`src/logic/icache_pkg.sv`:
```
// cache geometry, field types and refill states, imported by each instruction cache module
package icache_pkg;

  // ========================================
  // geometry
  // ========================================
  localparam int ADDR_W     = 32;
  localparam int WORD_W     = 32;
  localparam int LINE_WORDS = 4;
  localparam int SETS       = 16;
  // one PLRU bit per set only covers two ways
  localparam int WAYS       = 2;
  localparam int OFS_W      = 4;
  localparam int IDX_W      = 4;
  localparam int TAG_W      = ADDR_W - IDX_W - OFS_W;

  // ========================================
  // field types
  // ========================================
  typedef logic [ADDR_W-1:0]            addr_t;
  typedef logic [WORD_W-1:0]            word_t;
  typedef logic [TAG_W-1:0]             tag_t;
  typedef logic [IDX_W-1:0]             index_t;
  typedef logic [$clog2(WAYS)-1:0]      way_t;
  typedef logic [$clog2(LINE_WORDS)-1:0] beat_t;
  // word 0 sits in the low bits
  typedef logic [LINE_WORDS*WORD_W-1:0] line_t;

  // refill engine states
  typedef enum logic [1:0] {
    IDLE,
    MISS,
    REFILL
  } refill_state_e;

endpackage

```
`src/logic/icache_refill.sv`:
```
// miss handling for the instruction cache, fetches a whole line by burst and writes it back
`timescale 1ns/1ps

module icache_refill (
  input  logic                clk,
  input  logic                rst_n,
  input  logic                flush_i,
  input  logic                miss_i,
  input  icache_pkg::addr_t   miss_addr_i,
  input  icache_pkg::way_t    victim_way_i,
  input  logic                mem_ar_ready_i,
  input  logic                mem_r_valid_i,
  input  icache_pkg::word_t   mem_r_data_i,
  input  logic                mem_r_last_i,
  output logic                mem_ar_valid_o,
  output icache_pkg::addr_t   mem_ar_addr_o,
  output logic                mem_r_ready_o,
  output icache_pkg::index_t  victim_index_o,
  output logic                wr_en_o,
  output icache_pkg::way_t    wr_way_o,
  output icache_pkg::index_t  wr_index_o,
  output icache_pkg::tag_t    wr_tag_o,
  output icache_pkg::line_t   wr_line_o,
  output logic                refill_done_o
);

  import icache_pkg::*;

  refill_state_e  state_q;
  addr_t          line_addr_q;
  way_t           victim_q;
  beat_t          beat_q;
  line_t          line_buf;
  logic           flushed_q;
  logic           line_wr_q;
  logic           start;
  logic           beat_fire;

  // a flushed refill gives no done pulse, so its stale miss is masked here
  assign start     = (state_q == IDLE) && miss_i && !line_wr_q;
  assign beat_fire = (state_q == REFILL) && mem_r_valid_i;

  assign victim_index_o = miss_addr_i[OFS_W +: IDX_W];

  assign mem_ar_valid_o = state_q == MISS;
  assign mem_ar_addr_o  = {line_addr_q[ADDR_W-1:OFS_W], {OFS_W{1'b0}}};
  assign mem_r_ready_o  = state_q == REFILL;

  // ========================================
  // line write on the last beat
  // ========================================
  assign wr_en_o    = beat_fire && mem_r_last_i;
  assign wr_way_o   = victim_q;
  assign wr_index_o = line_addr_q[OFS_W +: IDX_W];
  assign wr_tag_o   = line_addr_q[ADDR_W-1 -: TAG_W];

  // last beat goes straight from the bus into the line
  always_comb begin
    wr_line_o = line_buf;
    wr_line_o[beat_q*WORD_W +: WORD_W] = mem_r_data_i;
  end

  assign refill_done_o = wr_en_o && !flushed_q && !flush_i;

  always_ff @(posedge clk or negedge rst_n) begin
    if (!rst_n) begin
      state_q   <= IDLE;
      beat_q    <= '0;
      flushed_q <= 1'b0;
      line_wr_q <= 1'b0;
    end else begin
      line_wr_q <= wr_en_o;
      case (state_q)
        IDLE: begin
          beat_q    <= '0;
          flushed_q <= 1'b0;
          if (start) begin
            state_q <= MISS;
          end
        end
        MISS: begin
          if (mem_ar_ready_i) begin
            state_q <= REFILL;
          end
        end
        REFILL: begin
          if (mem_r_valid_i) begin
            beat_q <= beat_q + 1'b1;
            if (mem_r_last_i) begin
              state_q <= IDLE;
            end
          end
        end
        default: state_q <= IDLE;
      endcase
      if (flush_i && state_q != IDLE) begin
        flushed_q <= 1'b1;
      end
    end
  end

  always_ff @(posedge clk) begin
    if (start) begin
      line_addr_q <= miss_addr_i;
      victim_q    <= victim_way_i;
    end
    if (beat_fire) begin
      line_buf[beat_q*WORD_W +: WORD_W] <= mem_r_data_i;
    end
  end

  a_ar_stable: assert property (@(posedge clk) disable iff (!rst_n)
    mem_ar_valid_o && !mem_ar_ready_i |=> mem_ar_valid_o && $stable(mem_ar_addr_o))
    else $error("refill: burst request dropped or moved before ready");

  a_last_beat: assert property (@(posedge clk) disable iff (!rst_n)
    mem_r_valid_i && mem_r_ready_o |-> mem_r_last_i == (beat_q == beat_t'(LINE_WORDS - 1)))
    else $error("refill: last flag out of step with the beat count");

endmodule

```
`config.mk`:
```
export PLATFORM = sky130hd
export DESIGN_NAME = icache_refill
export DESIGN_NICKNAME = d
export VERILOG_FILES = /design/src/logic/icache_pkg.sv /design/src/logic/icache_refill.sv
export SDC_FILE = /design/constraint.sdc
export NUM_CORES = 1
export LEC_CHECK = 0
export ABC_AREA = 1
export BUFFER_PORTS_ARGS = -buffer_cell sky130_fd_sc_hd__buf_2
export CAP_MARGIN = 10
export CORE_MARGIN = 1
export CORE_UTILIZATION = 30
export DETAILED_ROUTE_END_ITERATION = 12
export PLACE_DENSITY = 0.67
export SYNTH_ARGS = -nofsm -noshare
export SYNTH_HDL_FRONTEND = slang
export SYNTH_SLANG_ARGS = --single-unit
```
`constraint.sdc`:
```
create_clock -name clk -period 6.1 [get_ports clk]
set_clock_uncertainty 0.1 [all_clocks]
set_input_delay 0.61 -clock clk [delete_from_list [all_inputs] [get_ports clk]]
set_output_delay 0.61 -clock clk [all_outputs]
set_load 0.005 [all_outputs]
```
== Yosys cells after proc, flatten, opt, wreduce, memory -nomap -nowiden ==
Cells that the tools add are included.
Word-level totals
  flip-flop bits (word level): 167
Cells by class
  multiplexer cells: 10
  shifts and indexed selects: 2
  reduce and logical (&&, ||, !) cells: 16
  equal/unequal tests: 6
  $add $sub $neg: 2
Operators with widths (count)
  128-bit bitwise mux: 1
  32-bit by 34-bit variable shift with 128-bit output (first input constant): 1
  32-bit by 34-bit indexed part select with 128-bit output: 1
  7-bit negator with 34-bit output: 1
  2-bit two-way mux: 5
  2-bit inequality test (second input constant): 4
  1-bit logical AND: 7
  2-bit case mux with 3 select lines: 1
  2-bit nonzero test: 3
  2-bit case mux with 2 select lines: 1
  4-bit AND reduction: 1
  1-bit logical NOT: 3
  2-bit by 1-bit adder with 2-bit output (second input constant): 1
  2-bit by 1-bit == test with 1-bit output (second input constant): 1
  2-bit == test (second input constant): 1
  2-bit logical NOT: 1
  1-bit two-way mux: 2
  2-bit AND reduction: 1

== Depth between registers and ports, before layout ==
  word-level depth: 5
  gate-level depth with buffers: 9
  gate-level depth less buffers: 7

== Worst setup path after synthesis ==
No wires, ideal clock.
  path type: input -> register
  start: input mem_r_valid_i
  end: register line_buf[0], enable pin
  stages on the path: 2
  data required time: 5381 ps
  arrival time: 5978 ps
  path slack: -597 ps
  library setup time: 619 ps
  buffers on the path: 0
  path through: inv_1 nor2_1
Between the ends
  word-level cells in the longest chain between the ends: 1
Ends and longest elaborated chain
  from (decl): RTL line icache_refill.sv:12  | input logic mem_r_valid_i,
  1-bit logical AND: RTL line icache_refill.sv:41  | assign beat_fire = (state_q == REFILL) && mem_r_valid_i;
  to (signal, indexed assignment): RTL line icache_refill.sv:108  | line_buf[beat_q*WORD_W +: WORD_W] <= mem_r_data_i;
  to (decl): RTL line icache_refill.sv:33  | line_t line_buf;
Every way passes these cells.
A chain may end at the register's enable or synchronous reset.

== Worst setup path after layout ==
  start: register beat_q[0]
  end: output wr_line_o[44]
Between the ends
  word-level cells in the longest chain between the ends: 3
Ends and longest elaborated chain
  from (decl): RTL line icache_refill.sv:32  | beat_t beat_q;
  from (signal assigned): RTL line icache_refill.sv:88  | beat_q <= beat_q + 1'b1;
  7-bit negator with 34-bit output (*): RTL line icache_refill.sv:60  | wr_line_o[beat_q*WORD_W +: WORD_W] = mem_r_data_i;
  32-bit by 34-bit indexed part select with 128-bit output / 32-bit by 34-bit variable shift with 128-bit output (equally long branches): RTL line icache_refill.sv:60
  128-bit bitwise mux (*): RTL line icache_refill.sv:60
  to (decl): RTL line icache_refill.sv:23  | output icache_pkg::line_t wr_line_o,
Every way passes the cells marked *; elsewhere a longest branch is shown, timed or not.

==> impl_results.md <==
* Largest cells by area after synthesis: edfxtp_1, nand2_1, buf_4
* Post-synth EDFFs at 157
* Xor/xnor share of the synthesized area at 0%
* Critical path type: flip-flop to primary output
* Global route total overflow at 0
* Non-Filler Instances at 1,332
* Final setup fails at 0
* Post-synth top area cell: edfxtp_1
* Slew @ Worst Pin at 1.055 ns
* WP data required at 5.39 ns
* Avg Cell Area, Syn at 9.672 um2
* Vias/cell at 4.530
* CTS hold repair buffers at 1
* Core area at 0.02446 mm2
* Layout cell share with drive strength beyond 1 at 30.56%
* Post-detail-place hpwl at 15,140 um
* Antenna violations before repair at 0
* Final core occ at 39.00%
* Cells after DPL at 1,300
* Fin Hold WS at 0.2604 ns
* Sequential element share of the synthesized area at 64.56%
* CP most frequent cell: nand2_1
* Synth Instances at 779
* Slew Limit Fails at 0
* Largest family of logic cells by synthesized area: simple AND/OR/NAND/NOR gates
* Initial Util at 30.80%
* GR Util All Layers at 17.35%
* Ports at 269
* Final WS setup at 1.311 ns
* Largest net degree at the start of global routing at 70
* Final hold vios at 0
* Setup TNS at 0 ns
* Vias in the first global route at 5,863
* Via count at 6,034
* Worst slew margin at 29.59%
* Period utilization at 78.50%
* Clock sinks at 163
* Leakage at 4.565 nW
* Detailed Route Iter0 Violations at 544
* First-pass GRT wire length at 33,870 um
* Port bufs at 260
* Pwr/cell area at 461.1 mW/mm2
* CTS H-tree depth at 4
* TritonCTS Buffers at 17
* Mapped Area at 0.007535 mm2
* Final-stage net count at 1,073
* Synth Register Bits at 163
* Min cycle time layout at 4.789 ns
* Status: completed
* Post-CTS setup buffers at 0
* Top-count cell post-synth: nand2_1
* Slowest-stage cell, CP: dfrtp_2
* Cts repair resizes at 0
* Placement Rows at 57
* Type of origin of the critical path: flip-flop
* Fmax at 208.8 MHz
* Worst slack, placed at 1.710 ns
* Worst Path Buf+Inv at 3
* Synth top cells by count: nand2_1, edfxtp_1, inv_1
* Crit path capture type: primary output
* Die area at 0.02575 mm2
* Root Driver: clkbuf_16
* Compound-Gate Fraction of Synth Area at 0.1328%
* CTS tree: built
* Yosys cell types at 17
* Post-synth ARST share at 3.681%
* Final RePlAce weighted congestion at 0.7886
* Chip width at 160.5 um
* Area share of the largest cell type after synthesis at 62.57%
* VDD IR max at 249.2 uV
* Post-Synth Simple-Gate Area at 25.77%
* Tightest Hold Check Type: input pin to flip-flop
* Antenna cells at 0
* Multiplexer area fraction after synthesis at 0%
* DIE HEIGHT at 160.5 um
* Longest Clk Path Bufs at 2
* Later-pin clock latency in the skew report at 0.42 ns
* Unrepaired setup endpoints after global routing: false
* Drt pass-1 iters at 5
* WL/cell at 16.79 um
* Max-cap violations at 0
* CP max FO at 36
* Post-synth top flop: edfxtp_1
* Max stage delay on crit path at 0.98 ns
* DR DRC count at 0
* Crit-path leading delay family: simple AND/OR/NAND/NOR gates
* Worst-path clk slew at 0.07 ns
* Synth Area in Adders at 0.8303%
* Fillcell total at 2,475
* P&R area growth vs syn at 26.60%
* Critical path, cell by cell: inv_1 > ha_1 > inv_2 > nand2_1 > nor2_4 > nand2_1 > nand2_1 > buf_2
* Synth warn at 0
* Arr. time, crit path at 4.08 ns
* Final Routed Wirelength at 22,370 um
* Routed Antenna Nets at 0
## state kept, by name (all words and copies together), names as in the netlist
signal	cells
beat_q	2
flushed_q	1
line_addr_q	28
line_buf	128
line_wr_q	1
state_q	2
wr_way_o	1
## worst reg2reg max path: cells and delay by family, from the launching register on
kind          cells  cell delay, ns
simple gates      4            1.29
fa+ha+maj         1            0.36
buf+inv           2            0.90
flops             1            0.98
## cell families (layout without fill, tap and decap cells)
| kind of cell | Yosys count | count (layout) |
|---|---|---|
| buffers and inverters | 130 | 356 |
| other | 1 | 4 |
| AO/OA/AOI/OAI | 2 | 2 |
| AND/OR/NAND/NOR | 478 | 478 |
| adder cells (fa/ha/maj) | 5 | 5 |
| flip-flops | 163 | 163 |
## cells in the final DEF (no fill, tap or decap), types with 2 or more instances in the layout
cell,instances
inv_6,3
nand3_1,43
conb_1,4
edfxtp_1,157
clkbuf_16,17
clkinv_4,3
nand2_1,392
inv_1,54
inv_8,4
buf_4,7
buf_2,260
nor2_4,5
nand3b_1,24
nor2_1,12
bufinv_16,3
dfrtp_1,5
inv_2,2
ha_1,4
## path summary, 6_finish.rpt
kind / start / to / slack [ns] / cells after the start
max in group asynchronous: rst_n / beat_q[0] / 5.28 / 2
max reg2reg: beat_q[0] / line_buf[44] / 2.32 / 7
min in group asynchronous: rst_n / line_wr_q / 0.46 / 2
min: miss_addr_i[15] / line_addr_q[15] / 0.26 / 1
max: beat_q[0] / wr_line_o[44] / 1.31 / 8
min reg2reg: flushed_q / flushed_q / 0.43 / 2
## layout make-up
class	count	area, um2	area share, %
clock buffers	17	425.4	4.460
clock inverters	14	195.2	2.046
inverters	57	214.0	2.243
multi-input cells	489	2069	21.69
flip-flops and latches	163	4866	51.01
well taps	324	405.4	4.250
repair buffers	268	1364	14.30
## per-stage QoR
step	power, mW	cell area, um2
2_1_floorplan	2.544	7548
3_3_place_gp	3.254	8909
3_5_place_dp	3.291	8909
4_1_cts	4.452	9539
5_1_grt	4.668	9539
6_report	4.398	9539
## per-layer routing
layer,up-vias,global-route usage (%),share of wire (%)
met5,-,0,0
met4,0,4.113,0.80
met3,15,4.571,7.5
met2,263,29.85,49
met1,2852,21.62,43
li1,2904,-,-
## power breakdown
group / internal, mW / switching, mW / total, mW
Clock: 0.660 / 0.488 / 1.15
Sequential: 1.55 / 0.102 / 1.65
Combinational: 0.514 / 1.09 / 1.60
Total: 2.72 / 1.68 / 4.40
Note: power is estimated with default switching activity, not from simulation.
