## config.mk

```make
export PLATFORM = sky130hd
export DESIGN_NAME = icache_lookup
export DESIGN_NICKNAME = d
export VERILOG_FILES = /design/src/logic/icache_pkg.sv /design/src/logic/icache_lookup.sv
export SDC_FILE = /design/constraint.sdc
export NUM_CORES = 1
export LEC_CHECK = 0
export ABC_AREA = 1
export BUFFER_PORTS_ARGS = -buffer_cell sky130_fd_sc_hd__buf_2
export CORE_AREA = 3 3 179 181
export CTS_CLUSTER_DIAMETER = 40
export DETAILED_ROUTE_END_ITERATION = 16
export DIE_AREA = 0 0 182 184
export SLEW_MARGIN = 20
export SYNTH_ARGS = -nofsm -noshare
export SYNTH_HDL_FRONTEND = slang
export SYNTH_SLANG_ARGS = --single-unit
export TNS_END_PERCENT = 5
```

## constraint.sdc

```tcl
create_clock -name clk -period 4 [get_ports clk]
set_input_delay 1.2 -clock clk [delete_from_list [all_inputs] [get_ports clk]]
set_output_delay 1.2 -clock clk [all_outputs]
set_load 0.1 [all_outputs]
```

## src/logic/icache_pkg.sv

```systemverilog
// cache geometry, field types and refill states, imported by each instruction cache module
package icache_pkg;

  // ========================================
  // geometry
  // ========================================
  localparam int ADDR_W     = 32;
  localparam int WORD_W     = 32;
  localparam int LINE_WORDS = 4;
  localparam int SETS       = 16;
  // one PLRU bit per set only covers two ways
  localparam int WAYS       = 2;
  localparam int OFS_W      = 4;
  localparam int IDX_W      = 4;
  localparam int TAG_W      = ADDR_W - IDX_W - OFS_W;

  // ========================================
  // field types
  // ========================================
  typedef logic [ADDR_W-1:0]            addr_t;
  typedef logic [WORD_W-1:0]            word_t;
  typedef logic [TAG_W-1:0]             tag_t;
  typedef logic [IDX_W-1:0]             index_t;
  typedef logic [$clog2(WAYS)-1:0]      way_t;
  typedef logic [$clog2(LINE_WORDS)-1:0] beat_t;
  // word 0 sits in the low bits
  typedef logic [LINE_WORDS*WORD_W-1:0] line_t;

  // refill engine states
  typedef enum logic [1:0] {
    IDLE,
    MISS,
    REFILL
  } refill_state_e;

endpackage

```

## src/logic/icache_lookup.sv

```systemverilog
// two-stage fetch pipeline of the instruction cache, instantiated by the cache top
`timescale 1ns/1ps

module icache_lookup (
  input  logic                                      clk,
  input  logic                                      rst_n,
  input  logic                                      flush_i,
  input  logic                                      req_valid_i,
  input  icache_pkg::addr_t                         req_addr_i,
  output logic                                      req_ready_o,
  output logic                                      rsp_valid_o,
  output icache_pkg::addr_t                         rsp_addr_o,
  output icache_pkg::word_t                         rsp_instr_o,
  output logic                                      rsp_fault_o,
  input  logic                                      rsp_ready_i,
  input  logic                                      inv_valid_i,
  input  icache_pkg::index_t                        inv_index_i,
  input  icache_pkg::way_t                          inv_way_i,
  output logic                                      inv_ready_o,
  input  icache_pkg::tag_t  [icache_pkg::WAYS-1:0]  rd_tag_i,
  input  logic              [icache_pkg::WAYS-1:0]  rd_valid_i,
  input  icache_pkg::line_t [icache_pkg::WAYS-1:0]  rd_line_i,
  input  logic                                      refill_done_i,
  output icache_pkg::index_t                        rd_index_o,
  output logic                                      clr_en_o,
  output icache_pkg::index_t                        clr_index_o,
  output icache_pkg::way_t                          clr_way_o,
  output logic                                      hit_en_o,
  output icache_pkg::way_t                          hit_way_o,
  output logic                                      miss_o,
  output icache_pkg::addr_t                         miss_addr_o
);

  import icache_pkg::*;

  logic             s1_valid;
  addr_t            s1_addr;
  logic             s1_fault;
  logic             s1_ready;
  logic             done_q;
  logic [WAYS-1:0]  hit_oh;
  logic             hit;
  way_t             hit_way;
  beat_t            s1_beat;
  word_t            hit_word;

  // ========================================
  // stage 0: accept, align check, array read
  // ========================================
  // stage 1 moves on when empty or when its response leaves
  assign s1_ready    = !s1_valid || (rsp_valid_o && rsp_ready_i);

  // invalidate wins over a fetch in the same cycle
  assign inv_ready_o = s1_ready;
  assign req_ready_o = s1_ready && !inv_valid_i;

  assign clr_en_o    = inv_valid_i && inv_ready_o;
  assign clr_index_o = inv_index_i;
  assign clr_way_o   = inv_way_i;

  // held index is re-read while stage 1 stalls
  assign rd_index_o  = s1_ready ? req_addr_i[OFS_W +: IDX_W] : s1_addr[OFS_W +: IDX_W];

  always_ff @(posedge clk or negedge rst_n) begin
    if (!rst_n) begin
      s1_valid <= 1'b0;
      done_q   <= 1'b0;
    end else begin
      done_q <= refill_done_i;
      if (flush_i) begin
        s1_valid <= 1'b0;
      end else if (s1_ready) begin
        s1_valid <= req_valid_i && req_ready_o;
      end
    end
  end

  always_ff @(posedge clk) begin
    if (s1_ready) begin
      s1_addr  <= req_addr_i;
      s1_fault <= req_addr_i[1:0] != 2'b00;
    end
  end

  // ========================================
  // stage 1: tag compare and word select
  // ========================================
  always_comb begin
    hit_way = '0;
    for (int w = 0; w < WAYS; w++) begin
      hit_oh[w] = rd_valid_i[w] && (rd_tag_i[w] == s1_addr[ADDR_W-1 -: TAG_W]);
      if (hit_oh[w]) begin
        hit_way = way_t'(w);
      end
    end
  end

  assign hit      = |hit_oh;
  assign s1_beat  = s1_addr[OFS_W-1:2];
  assign hit_word = rd_line_i[hit_way][s1_beat*WORD_W +: WORD_W];

  assign rsp_valid_o = s1_valid && (s1_fault || hit);
  assign rsp_addr_o  = s1_addr;
  assign rsp_fault_o = s1_fault;
  assign rsp_instr_o = s1_fault ? '0 : hit_word;

  // PLRU follows the way that actually delivered
  assign hit_en_o  = rsp_valid_o && rsp_ready_i && !s1_fault;
  assign hit_way_o = hit_way;

  // array data is one cycle stale right after a refill write
  assign miss_o      = s1_valid && !s1_fault && !hit && !flush_i && !done_q;
  assign miss_addr_o = s1_addr;

  a_rsp_stable: assert property (@(posedge clk) disable iff (!rst_n || flush_i)
    rsp_valid_o && !rsp_ready_i |=> rsp_valid_o && $stable(rsp_addr_o) &&
      $stable(rsp_instr_o) && $stable(rsp_fault_o))
    else $error("lookup: response changed while waiting for ready");

endmodule

```

* Word level (Yosys, flattened, before mapping) *
Index checks and enable logic that the tools add are counted.

storage, ports and cells
  bits in registers = 35
  input bits = 350
  output and inout port bits = 113

cells by class
  magnitude comparators = 1
  equal/unequal tests = 2
  shift operators = 1
  muxes and demuxes = 7
  reductions and logical operators = 23

operator list
  kind                count
  $mux 128            2
  $shiftx 128x8->32   1
  $eq 24x24->1        2
  $mux 32             1
  $logic_and 1x1->1   12
  $logic_not 1->1     6
  $mux 4              1
  $reduce_bool 2->1   2
  $mux 1              3
  $logic_or 1x1->1    2
  $lt 1x2->1 const B  1
  $reduce_or 2->1     1

* Logic depth before layout (Yosys ltp) *
  depth in word-level cells = 11
  mapped depth = 16
  mapped depth without buffers = 14

* Worst setup path before layout *
OpenSTA, ideal clock, no wires.

  kind = input to output
  start = in rd_tag_i[24] in the netlist's numbering
  end = out miss_o
  data arrival time = 4.562 ns
  data required time = 2.800 ns
  setup slack = -1.762 ns
  stages on the path = 9
  cells stage by stage = inv_1 nand2_1 nand2_1 nor2_1 nand2_1 nor2_1 nand3_1 nand3_1 nor4_1

between the ends
  longest elaborated chain between the ends = 7

ends and longest elaborated chain
  element                          RTL line              text
  start, declared                  icache_lookup.sv:20   input icache_pkg::tag_t [icache_pkg::WAYS-1:0] rd_tag_i,
  $eq 24x24->1                     icache_lookup.sv:91   hit_oh[w] = rd_valid_i[w] && (rd_tag_i[w] == s1_addr[ADDR_W-1 -: TAG_W]);
  $logic_and 1x1->1                icache_lookup.sv:91
  $reduce_or 2->1                  icache_lookup.sv:98   assign hit = |hit_oh;
  $logic_not 1->1                  icache_lookup.sv:112  assign miss_o = s1_valid && !s1_fault && !hit && !flush_i && !done_q;
  $logic_and 1x1->1 (3 in series)  icache_lookup.sv:112
  end, declared                    icache_lookup.sv:30   output logic miss_o,

Every way passes these cells.

* Worst setup path in the final report *
  start = in rd_tag_i[31] in the netlist's numbering
  end = out rsp_instr_o[9]

between the ends
  longest elaborated chain between the ends = 7

ends and longest elaborated chain
  element                                       RTL line              text
  $eq 24x24->1                                  icache_lookup.sv:91
  $logic_and 1x1->1                             icache_lookup.sv:91
  $mux 1                                        icache_lookup.sv:92   if (hit_oh[w]) begin
  $mux 128 (implied by the code) (2 in series)  icache_lookup.sv:100  assign hit_word = rd_line_i[hit_way][s1_beat*WORD_W +: WORD_W];
  $shiftx 128x8->32                             icache_lookup.sv:100
  $mux 32                                       icache_lookup.sv:105  assign rsp_instr_o = s1_fault ? '0 : hit_word;
  end, declared                                 icache_lookup.sv:13   output icache_pkg::word_t rsp_instr_o,

Every way passes these cells. The select of a mux whose other input is x is not followed.

==> flow_summary.toml <==
[clock_network]
cts_hold_buf = 0
cts_tree = "done"
clk_pin_slew_ps = 60
h-tree-depth = 2
ctsLongestPathBuffers = 2
clock_sinks = 35
cts_buffers = 5
clk_root_buffer_cell = "clkbuf_16"
clk_latency_ps = 290

[routing]
via_per_inst = 4.313
routed_wl_um = 31740
ant_nets = 0
drtPass1Iterations = 5
drc = 0
wl_per_cell_um = 16.01
drtIter0Drc = 321
num_vias = 8548

[critical_path]
crit_top_cell = "nand2_2"
cp_num_buf_inv = 5
crit_cells = 17
cp_slowest_cell = "buf_12"
worstPathMaxFanout = 8
critical_path.endpoint = "rsp_instr_o[9]"
crit_path_start = "rd_tag_i[31]"
r2r_start = "miss_addr_o[26]$_DFFE_PP_"
critPathMaxStageDelay_ps = 190
r2r_cells = 13
reg2reg_to = "miss_addr_o[30]$_DFFE_PP_"
critPathArrivalTime_ps = 3050
r2r_setup_slack_ps = 1490
critPathRequiredTime_ps = 2800
crit_type = "in -> out"
crit_chain = "buf_8, nand2_2, nand2_2, nor2_2, nand2_2, inv_2, nand2_2, nor2_4, nand2_4, buf_12, buf_4, nand2_1, nand3_1, nand2_1, nor2_1, nor2_2, buf_12"
critPathCaptureType = "output port"
cp-start-kind = "input port"
path_delay_family = "simple AND/OR/NAND/NOR gates"

[final_layout]
fin_nets = 1934
multi_input_area_um2 = 4080
drive_above_1_share_pct = 45.99
area_growth_syn_to_layout_pct = 77.96
nFillCells = 3381
regArea_um2 = 1041
finalNonFillerCells = 1982

[outcome]
status = "finished, violations left"
violations = "setup timing"

[power_and_ir_drop]
pwr_density_cell_nw_per_um2 = 229.4
max-vdd-ir-drop_mv = 0.2822
leakage_nw = 5.912

[logic_synthesis]
avgSynthCellArea_um2 = 5.148
yosysTopAreaCellShare_pct = 22.52
ys_seq_elements = 35
synth_area_leaders = "nand2_1 (23%), edfxtp_1 (17%), nand3_1 (14%), inv_1 (14%), nor2_1 (11%)"
synthCells = 1146
yosysUniqueCellTypes = 28
synth_fp_nets = 1496
yosysTopAreaCell = "nand2_1"
ys_warn_count = 0
syn_area_um2 = 5899
ys_seq_area_share_pct = 17.65

[floorplanning]
start_util_pct = 19.29
fp.dieW_um = 182
core_area_um2 = 30590
die-area_um2 = 33490
fp-row-count = 64
die_y_um = 184
ios = 463

[global_routing]
grt_pass1_wl_um = 44390
grt_antenna_before_repair = 3
overflow = 0
grt_pass1_vias = 8064
grt_max_degree = 65
grt.total_usage_pct = 16.94

[sta]
timing.slew.headroom_pct = 66.45
timing.fmax_mhz = 235.4
hold_viol_final = 0
setup_violations = 32
period_needed_ps = 4248
fin_crit_sh_pct = 106.2
worst_pin_slew_ps = 503.3
fin_skew_ps = 7.487
layout_setup_ws_ps = -247.9
drv_slew = 0
rsz0062_at_grt = "yes"

[place]
gp_congestion = 0.8890
post-place-ws_ps = -335.1
post-dp-hpwl_um = 25110
placed_cells = 1955
port_buffers = 452

[run]
maxCapViolCount = 0

[worst_hold_path]
worstHoldPathType = "in -> async"
==> layout by cell type (no fill, tap or decap), types with 2 or more instances in the layout <==
master,n
buf_12,53
buf_2,394
buf_4,42
buf_6,22
buf_8,7
clkbuf_16,10
dfrtp_1,2
edfxtp_1,33
inv_1,206
inv_2,27
nand2_1,286
nand2_2,57
nand2_4,11
nand3_1,144
nand3_2,23
nand3_4,3
nand4_1,3
nor2_1,105
nor2_2,52
nor2_4,12
nor3_1,2
o21ai_0,18
o21ai_1,13
o21ai_2,5
o21bai_1,31
xnor2_1,7
xor2_1,3
==> per-stage QoR <==
step / total power [W] / area [um^2] / util [%] / TNS [ps] / hold slack [ps]
floorplan: 0.001426 / 6005 / - / -14740 / 797.1
global placement: 0.001861 / 9368 / 30.62 / -10740 / 800.1
detailed placement: 0.001864 / 9368 / 30.62 / -10490 / 819.9
CTS: 0.002359 / 9847 / 32.19 / -7406 / 680.1
global route: 0.002525 / 10500 / 34.31 / -11260 / 683.3
finish: 0.002408 / 10500 / 34.32 / -6763 / 687.0
==> cell type report <==
class	instances	area share, %
Antenna cell	1	0.02384
Clock buffer	5	1.192
Clock inverter	3	0.4171
Inverter	235	8.426
Multi-Input combinational cell	784	38.86
Sequential cell	35	9.915
Tap cell	396	4.719
Timing Repair Buffer	523	36.44
==> repair_timing <==
item	CTS	global route
cloned	2	6
gates resized for setup	63	150
pin swaps	31	74
endpoints found under the setup margin	40	41
setup buffers	3	9
==> Yosys cell counts, drive strengths merged <==
cell type and number:
edfxtp 33, clkinv 2, dfrtp 2, clkbuf 20, nand2 355, or2 1
o21ai 36, nor2 169, buf 72, nand3 170, nor4 1, xnor2 7
nand3b 1, inv 233, a21oi 3, o21bai 32, nor3 2, nand4 3
xor2 4
==> metal layers <==
metal / vias up / global-route usage (%) / share of wire, %
li1: 4290 / - / -
met1: 3841 / 20.45 / 40
met2: 361 / 30.97 / 50
met3: 52 / 2.968 / 7.7
met4: 4 / 4.509 / 2.4
met5: - / 0 / 0.072
==> power by group <==
group	switching, W	total (W)	internal, W	leakage (nW)
combinational	0.00101	0.00147	0.000457	5.46
clock	0.000169	0.000463	0.000294	0.0838
sequential	0.0000428	0.000477	0.000434	0.365
==> how the worst min path moves through the flow <==
stage	startpoint	endpoint	slack [ps]	depth (start not counted)
floorplan	s1_valid$_DFFE_PN0P_	s1_valid$_DFFE_PN0P_	800	4
global placement	s1_valid$_DFFE_PN0P_	miss_addr_o[6]$_DFFE_PP_	800	2
detailed placement	s1_valid$_DFFE_PN0P_	miss_addr_o[4]$_DFFE_PP_	820	2
CTS	rst_n	s1_valid$_DFFE_PN0P_	680	1
global route	rst_n	s1_valid$_DFFE_PN0P_	680	1
finish	rst_n	s1_valid$_DFFE_PN0P_	690	1
==> sequential cells by signal, summed over array words and instances, names as in the netlist <==
| signal | cells |
|---|---|
| s1_valid | 1 |
| rsp_fault_o | 1 |
| miss_addr_o | 32 |
| done_q | 1 |
==> kinds of logic (layout without fill, tap and decap cells) <==
kind of cell / Yosys count / count (layout) / share of synthesized area (%)
DFF: 35 / 35 / 17.65
xor gates and xnor gates: 11 / 11 / 1.633
buffers and inverters: 327 / 766 / 24.28
and+or+nand+nor: 702 / 702 / 49.06
AOI/OAI and AO/OA: 71 / 71 / 7.381
other: 0 / 1 / 0
(Power assumes the default switching activity.)
