--- config.mk ---
export PLATFORM = sky130hd
export DESIGN_NAME = icache_arrays
export DESIGN_NICKNAME = d
export VERILOG_FILES = /design/src/logic/icache_pkg.sv /design/src/logic/icache_arrays.sv
export SDC_FILE = /design/constraint.sdc
export NUM_CORES = 2
export LEC_CHECK = 0
export ABC_CLOCK_PERIOD_IN_PS = 1810
export BUFFER_PORTS_ARGS = -buffer_cell sky130_fd_sc_hd__buf_2
export CAP_MARGIN = 30
export CELL_PAD_IN_SITES_DETAIL_PLACEMENT = 1
export CELL_PAD_IN_SITES_GLOBAL_PLACEMENT = 2
export CORE_MARGIN = 2
export CORE_UTILIZATION = 30
export DETAILED_ROUTE_END_ITERATION = 8
export PLACE_DENSITY = 0.5
export SYNTH_ARGS = -nofsm -noshare
export SYNTH_HDL_FRONTEND = slang
export SYNTH_MEMORY_MAX_BITS = 65536
export SYNTH_SLANG_ARGS = --single-unit
export TNS_END_PERCENT = 5
--- constraint.sdc ---
create_clock -name clk -period 1.81 [get_ports clk]
set_input_delay 0 -clock clk [delete_from_list [all_inputs] [get_ports clk]]
set_output_delay 0 -clock clk [all_outputs]
set_load 0.05 [all_outputs]
--- src/logic/icache_pkg.sv ---
// cache geometry, field types and refill states, imported by each instruction cache module
package icache_pkg;

  // ========================================
  // geometry
  // ========================================
  localparam int ADDR_W     = 32;
  localparam int WORD_W     = 32;
  localparam int LINE_WORDS = 4;
  localparam int SETS       = 16;
  // one PLRU bit per set only covers two ways
  localparam int WAYS       = 2;
  localparam int OFS_W      = 4;
  localparam int IDX_W      = 4;
  localparam int TAG_W      = ADDR_W - IDX_W - OFS_W;

  // ========================================
  // field types
  // ========================================
  typedef logic [ADDR_W-1:0]            addr_t;
  typedef logic [WORD_W-1:0]            word_t;
  typedef logic [TAG_W-1:0]             tag_t;
  typedef logic [IDX_W-1:0]             index_t;
  typedef logic [$clog2(WAYS)-1:0]      way_t;
  typedef logic [$clog2(LINE_WORDS)-1:0] beat_t;
  // word 0 sits in the low bits
  typedef logic [LINE_WORDS*WORD_W-1:0] line_t;

  // refill engine states
  typedef enum logic [1:0] {
    IDLE,
    MISS,
    REFILL
  } refill_state_e;

endpackage

--- src/logic/icache_arrays.sv ---
// tag, valid and data storage per way plus PLRU bits, read one cycle after the index
`timescale 1ns/1ps

module icache_arrays (
  input  logic                                      clk,
  input  logic                                      rst_n,
  input  icache_pkg::index_t                        rd_index_i,
  input  logic                                      wr_en_i,
  input  icache_pkg::way_t                          wr_way_i,
  input  icache_pkg::index_t                        wr_index_i,
  input  icache_pkg::tag_t                          wr_tag_i,
  input  icache_pkg::line_t                         wr_line_i,
  input  logic                                      clr_en_i,
  input  icache_pkg::index_t                        clr_index_i,
  input  icache_pkg::way_t                          clr_way_i,
  input  logic                                      hit_en_i,
  input  icache_pkg::way_t                          hit_way_i,
  input  icache_pkg::index_t                        victim_index_i,
  output icache_pkg::tag_t  [icache_pkg::WAYS-1:0]  rd_tag_o,
  output logic              [icache_pkg::WAYS-1:0]  rd_valid_o,
  output icache_pkg::line_t [icache_pkg::WAYS-1:0]  rd_line_o,
  output icache_pkg::way_t                          victim_way_o
);

  import icache_pkg::*;

  tag_t                        tag_mem  [WAYS][SETS];
  line_t                       data_mem [WAYS][SETS];
  logic [WAYS-1:0][SETS-1:0]   valid_q;
  // points at the way not most recently used
  logic [SETS-1:0]             plru_q;
  // index of the data now on the read outputs
  index_t                      rd_index_q;

  // tag and data ways, read returns the old entry on a same-cycle write
  always_ff @(posedge clk) begin
    for (int w = 0; w < WAYS; w++) begin
      if (wr_en_i && wr_way_i == way_t'(w)) begin
        tag_mem[w][wr_index_i]  <= wr_tag_i;
        data_mem[w][wr_index_i] <= wr_line_i;
      end
      rd_tag_o[w]  <= tag_mem[w][rd_index_i];
      rd_line_o[w] <= data_mem[w][rd_index_i];
    end
  end

  // ========================================
  // valid and PLRU state
  // ========================================
  always_ff @(posedge clk or negedge rst_n) begin
    if (!rst_n) begin
      valid_q    <= '0;
      plru_q     <= '0;
      rd_valid_o <= '0;
      rd_index_q <= '0;
    end else begin
      for (int w = 0; w < WAYS; w++) begin
        if (wr_en_i && wr_way_i == way_t'(w)) begin
          valid_q[w][wr_index_i] <= 1'b1;
        end
        if (clr_en_i && clr_way_i == way_t'(w)) begin
          valid_q[w][clr_index_i] <= 1'b0;
        end
        rd_valid_o[w] <= valid_q[w][rd_index_i];
      end
      // the hit belongs to the set on the read outputs
      if (hit_en_i) begin
        plru_q[rd_index_q] <= ~hit_way_i;
      end
      // refill wins a same-set collision
      if (wr_en_i) begin
        plru_q[wr_index_i] <= ~wr_way_i;
      end
      rd_index_q <= rd_index_i;
    end
  end

  // lowest empty way first, else the PLRU pick
  always_comb begin
    victim_way_o = plru_q[victim_index_i];
    for (int w = WAYS - 1; w >= 0; w--) begin
      if (!valid_q[w][victim_index_i]) begin
        victim_way_o = way_t'(w);
      end
    end
  end

  a_wr_clr_apart: assert property (@(posedge clk) disable iff (!rst_n)
    !(wr_en_i && clr_en_i && wr_index_i == clr_index_i && wr_way_i == clr_way_i))
    else $error("arrays: line write and invalidate hit the same entry");

endmodule

* After elaboration in Yosys (flattened, before gate mapping)
Memories as Yosys holds them, arrays and structs flattened. Index checks and enable logic that the tools add are counted.
Word-level totals: bits in registers 358, RAM bits 4864, input port bits 176, output and inout port bits 307, word-level logic and storage cells 96, memories kept 2
Memories:
- data_mem | words 2, width 2048, read ports 2, clocked after memory_dff 0, wr ports 1, RTL line icache_arrays.sv:28 | line_t data_mem [WAYS][SETS];
- tag_mem | words 2, width 384, read ports 2, clocked after memory_dff 0, wr ports 1, RTL line icache_arrays.sv:27 | tag_t tag_mem [WAYS][SETS];
Cells by class: magnitude comparators 11, muxes and demuxes 54, bitwise gates (word level) 10, reductions and logical operators 10
Operators by type and width (number):
- $mux 2048 | 4
- $reduce_or 2048->1 | 1
- $mux 384 | 4
- $bmux 128 s4 | 2
- $mux 128 | 5
- $demux 128 s4 | 1
- $reduce_or 384->1 | 1
- $bmux 24 s4 | 2
- $mux 24 | 5
- $demux 24 s4 | 1
- $mux 16 | 6
- $and 16x16->16 | 2
- $bwmux 16 | 2
- $or 16x16->16 | 2
- $lt 4x5->1 const B | 5
- $bmux 1 s4 | 5
- $not 16->16 | 1
- $mux 1 | 14
- $demux 1 s4 | 3
- $ge 4x1->1 const B | 3
- $ge 5x5->1 const B | 2
- $not 4->5 | 2
- $logic_and 1x1->1 | 8
- $lt 5x1->1 const B | 1
- $not 1->1 | 3

* Longest topological paths before layout
depth in word-level cells 8, depth in mapped cells 7, mapped depth without buffers 5

* Least setup slack after synthesis
No wires, ideal clock.
path kind input -> register, start point input wr_index_i[2], end point register plru_q[1], setup time 0.173 ns, arrival 15.848 ns, required time 1.637 ns, setup slack -14.211 ns, stages 3, buffers on the path 1, cells stage by stage clkbuf_1 -> nor4_1 -> o21bai_1
Between the ends: cells in the longest elaborated chain, start to end 6
RTL lines:
- start: declaration | RTL line icache_arrays.sv:10 | input icache_pkg::index_t wr_index_i,
- $lt 4x5->1 (implied by the code) / $ge 4x1->1 (equally long branches) | RTL line icache_arrays.sv:72 | plru_q[wr_index_i] <= ~wr_way_i;
- $logic_and 1x1->1 (implied by the code) | RTL line icache_arrays.sv:72
- $mux 1 (implied by the code) | RTL line icache_arrays.sv:72
- $demux 1 s4 (*) | RTL line icache_arrays.sv:72
- $bwmux 16 (*) | RTL line icache_arrays.sv:72
- $mux 16 (*) | RTL line icache_arrays.sv:71 | if (wr_en_i) begin
- end signal: indexed assignment | RTL line icache_arrays.sv:68 | plru_q[rd_index_q] <= ~hit_way_i;
- end signal: indexed assignment | RTL line icache_arrays.sv:72
- end: declaration | RTL line icache_arrays.sv:31 | logic [SETS-1:0] plru_q;
Mark *: on every way between the ends. The rest lies on a longest branch, timed or not.

* Final worst setup path
start point register valid_q[30] in the netlist's numbering, end point output victim_way_o
Between the ends: cells in the longest elaborated chain, start to end 4
RTL lines:
- start: declaration | RTL line icache_arrays.sv:29 | logic [WAYS-1:0][SETS-1:0] valid_q;
- start signal: assignment | RTL line icache_arrays.sv:52 | valid_q <= '0;
- start signal: indexed assignment | RTL line icache_arrays.sv:59 | valid_q[w][wr_index_i] <= 1'b1;
- start signal: indexed assignment | RTL line icache_arrays.sv:62 | valid_q[w][clr_index_i] <= 1'b0;
- $bmux 1 s4 | RTL line icache_arrays.sv:82 | if (!valid_q[w][victim_index_i]) begin
- $mux 1 (implied by the code) | RTL line icache_arrays.sv:82
- $mux 1 (2 in series) | RTL line icache_arrays.sv:82
- end: declaration | RTL line icache_arrays.sv:22 | output icache_pkg::way_t victim_way_o
Every way passes these cells. The select of a mux whose other input is x is not followed.

==> run metrics <==
Avg Vias per Cell=between 4 and 5; met3 WL=about 24000 um; hold crit path type=input port to flop; I/O pin total=483; Residual DRC=0; Vias=92100; outcome=finished with violations; Yosys cell types=42; largest family of logic cells by synthesized area=multiplexers; # H-tree levels=6; Power Total=272 mW; wire length on met2=305000 um; fin nets=10100; layout cells sized above 1=39.1%; power share of the clock group=43.3%; total CTS buffers=590; Detail Placement HPWL=375000 um; Die Ht=804 um; CTS tree=built; Routed WL per cell=31.9 um; sequential share of power=roughly half; Layout Cells excl Fill=between 15000 and 20000; Clk pin slew, worst setup/hold paths=about 0.060 ns; setup slack after layout=-0.796 ns; synthesized net count=7930; Worst slew margin=26.0%; P_int=around 210 mW; Starting Density=30.1%; register bit count reported by yosys=5222; final hold violation count=0; sw frac=22.7%; Comb pwr share=6.6%; clock latency reported for the late side of the worst-skew pair=1.07 ns; leakage power=78.8 nW; fmax=384 MHz; vias in the first global route=100000; gr usage total=a little under a fifth; Sink Count=5222; Mapped Area=between 0.15 and 0.2 sq mm; crit share post-route=144%; mux share of post-synthesis cell area=17.2%; num rows=between 200 and 300; yosys warns=0; die area=approximately 0.65 sq mm; CP Launch Type=flop; xor/xnor cell area share of the yosys netlist=0%; first-pass GRT wire length=835000 um; DIE WIDTH=roughly 800 um; DRT Pass-1 Iters=7; placed cells=~17000; Avg Cell Area, Syn=between 20 and 25 sq um; failing checks=negative setup slack; Final Setup Violations=1; WL met1=260000 um; max-cap viol count=0; Critical Path AT=2.61 ns; total gr overflow=0; simple-gate area share of the yosys netlist=0.792%; Peak VDD IR=0.919 mV; highest routed layer=met5; IO Port Bufs=482; kind of critical path=flop to output port; WP data required=about 1.8 ns; minimum clock period=2.61 ns; Syn Inst Count=7754; Root Driver=clkbuf_16; Psw=61.6 mW; Post-Synth Adder-Cell Area=0%; CP max FO=3; Clock Tree Buf Depth=4; largest net degree at the start of global routing=45; RSZ-0062 raised after global routing=yes; sequential share of the synthesized area=80.0%; routability cong.=0.755; area of the core=0.637 sq mm; Pwr Density=1120 mW/mm^2; Worst Tran Pin Value=about 1.1 ns; pre-CTS setup slack=-0.546 ns; Area growth syn-to-layout=26.6%; Final ANT Viol Nets=0; CP Capture Type=output port; fin util=38.1%; drt initial violations=8104; initial antenna violation count=54; final number of max-transition violations=0; final WL=around 600000 um; Synth Area in Compound Gates=1.09%; Clock Skew=0.0368 ns
## final timing paths
check | startpoint | endpoint | slack [ns] | depth (start not counted)
worst max-delay path | valid_q[30] | victim_way_o | -0.80 | 6
worst min-delay path | wr_line_i[46] | data_mem[0][430] | 0.08 | 2
worst max register to register | data_mem[0][3824] | rd_line_o[240] | 0.09 | 4
worst min register to register | valid_q[28] | valid_q[28] | 0.54 | 1
max in group asynchronous | rst_n | valid_q[22] | 1.19 | 4
min in group asynchronous | rst_n | rd_index_q[2] | 0.27 | 4
## cell type report
| cell class | instances | area, sq um |
|---|---|---|
| inverter | 9 | 37.5 |
| fill | 60100 | 394000 |
| antenna | 12 | 30.0 |
| multi-input combinational | 2126 | 37000 |
| timing repair buffer | 1958 | 22700 |
| clock inverter | 267 | 2670 |
| sequential | 5222 | 154000 |
| tap | 8407 | 10500 |
| clock buffer | 819 | 16300 |
## Yosys cell counts
cell type | instances | area, sq um
edfxtp_1 | 4864 | 146000
mux4_2 | 1406 | 31700
dfxtp_1 | 304 | 6090
clkbuf_1 | 180 | 676
buf_2 | 146 | 731
a21oi_1 | 143 | 716
nor2b_1 | 132 | 826
mux2i_1 | 128 | 1280
a211oi_1 | 124 | 931
dfrtp_1 | 54 | 1350
nor2_1 | 43 | 161
buf_1 | 37 | 139
nor3_1 | 24 | 120
buf_4 | 23 | 173
nand2_1 | 18 | 67.6
nand2b_1 | 13 | 81.3
o22a_1 | 12 | 105
buf_6 | 11 | 124
o21bai_1 | 11 | 82.6
inv_1 | 9 | 33.8
nand3_1 | 8 | 40.0
nand3b_1 | 7 | 52.6
o21ai_0 | 7 | 35.0
a31oi_1 | 6 | 37.5
nor3b_1 | 6 | 45.0
nand4b_1 | 5 | 43.8
and3_1 | 4 | 25.0
nor4_1 | 4 | 25.0
o32a_1 | 4 | 40.0
a2bb2oi_1 | 3 | 26.3
a311oi_1 | 3 | 26.3
o211ai_1 | 3 | 22.5
and3b_1 | 2 | 17.5
o2111ai_1 | 2 | 17.5
a21o_1 | 1 | 7.51
a22oi_1 | 1 | 7.51
a311o_1 | 1 | 10.0
a31o_2 | 1 | 8.76
a41oi_1 | 1 | 8.76
nand4_1 | 1 | 6.26
o32ai_1 | 1 | 8.76
or3b_2 | 1 | 8.76
## timing repair
item,CTS,global route
setup buffers,0,4
pin swaps,4,4
hold buffers,359,0
setup endpoints to repair,227,243
endpoints found under the hold margin,8200,0
gates resized for setup,647,20
## flip-flops by register name, indices dropped and copies added (netlist names)
signal	flops
data_mem	4096
rd_tag_o	48
valid_q	32
rd_line_o	256
rd_valid_o	2
rd_index_q	4
plru_q	16
tag_mem	768
## worst max-delay path, cell delays in order (launching register included)
cell	delay, ns
dfrtp_1	0.42
nor2b_1	0.16
o32ai_2	0.25
a311oi_2	0.16
a22oi_2	0.23
buf_6	0.16
buf_8	0.15
## power by group through the flow
stage	Sequential [mW]	Clock, mW	Combinational [mW]
finish	136	118	18.0
global route	136	125	19.1
CTS	136	121	18.1
detailed placement	139	0	16.5
global placement	139	0	16.3
floorplan	140	0	6.64
## metrics by stage
| step | hold slack (ns) | area, sq um | setup TNS, ns |
|---|---|---|---|
| 2_1_floorplan | -0.296 | 192000 | - |
| 3_3_place_gp | 0.209 | 217000 | -530.02 |
| 3_5_place_dp | 0.209 | 217000 | -502.77 |
| 4_1_cts | 0.000889 | 242000 | -10.47 |
| 5_1_grt | 0.0434 | 243000 | -1.02 |
| 6_report | 0.0786 | 243000 | -0.796 |
## placed cells by master (no fill, tap or decap), types with 46 or more instances in the layout
cell / n
buf_12: 506
mux4_2: 1406
a21oi_1: 143
buf_4: 634
buf_8: 46
clkbuf_1: 176
dfxtp_2: 93
edfxtp_1: 4864
dlygate4sd3_1: 327
clkbuf_16: 614
clkinv_1: 81
mux2i_1: 128
buf_2: 254
clkinv_2: 91
a211oi_1: 119
nor2b_1: 132
buf_6: 158
dfxtp_1: 140
dfrtp_1: 52
dfxtp_4: 71
## kinds of logic (layout without fill, tap and decap cells)
kind of cell           after synthesis  count (layout)
muxes                             1534            1534
DFF                               5222            5222
and+or+nand+nor                    268             268
other                                0              12
buffers and inverters              406            3053
AOI/OAI and AO/OA                  324             324
## routing by layer
metal,GRT usage [%],up-vias
met5,0,-
met4,3.42,10
met3,2.42,724
met2,31.8,2135
met1,24.8,51300
li1,-,37900
Power figures use the tool's default switching activity.
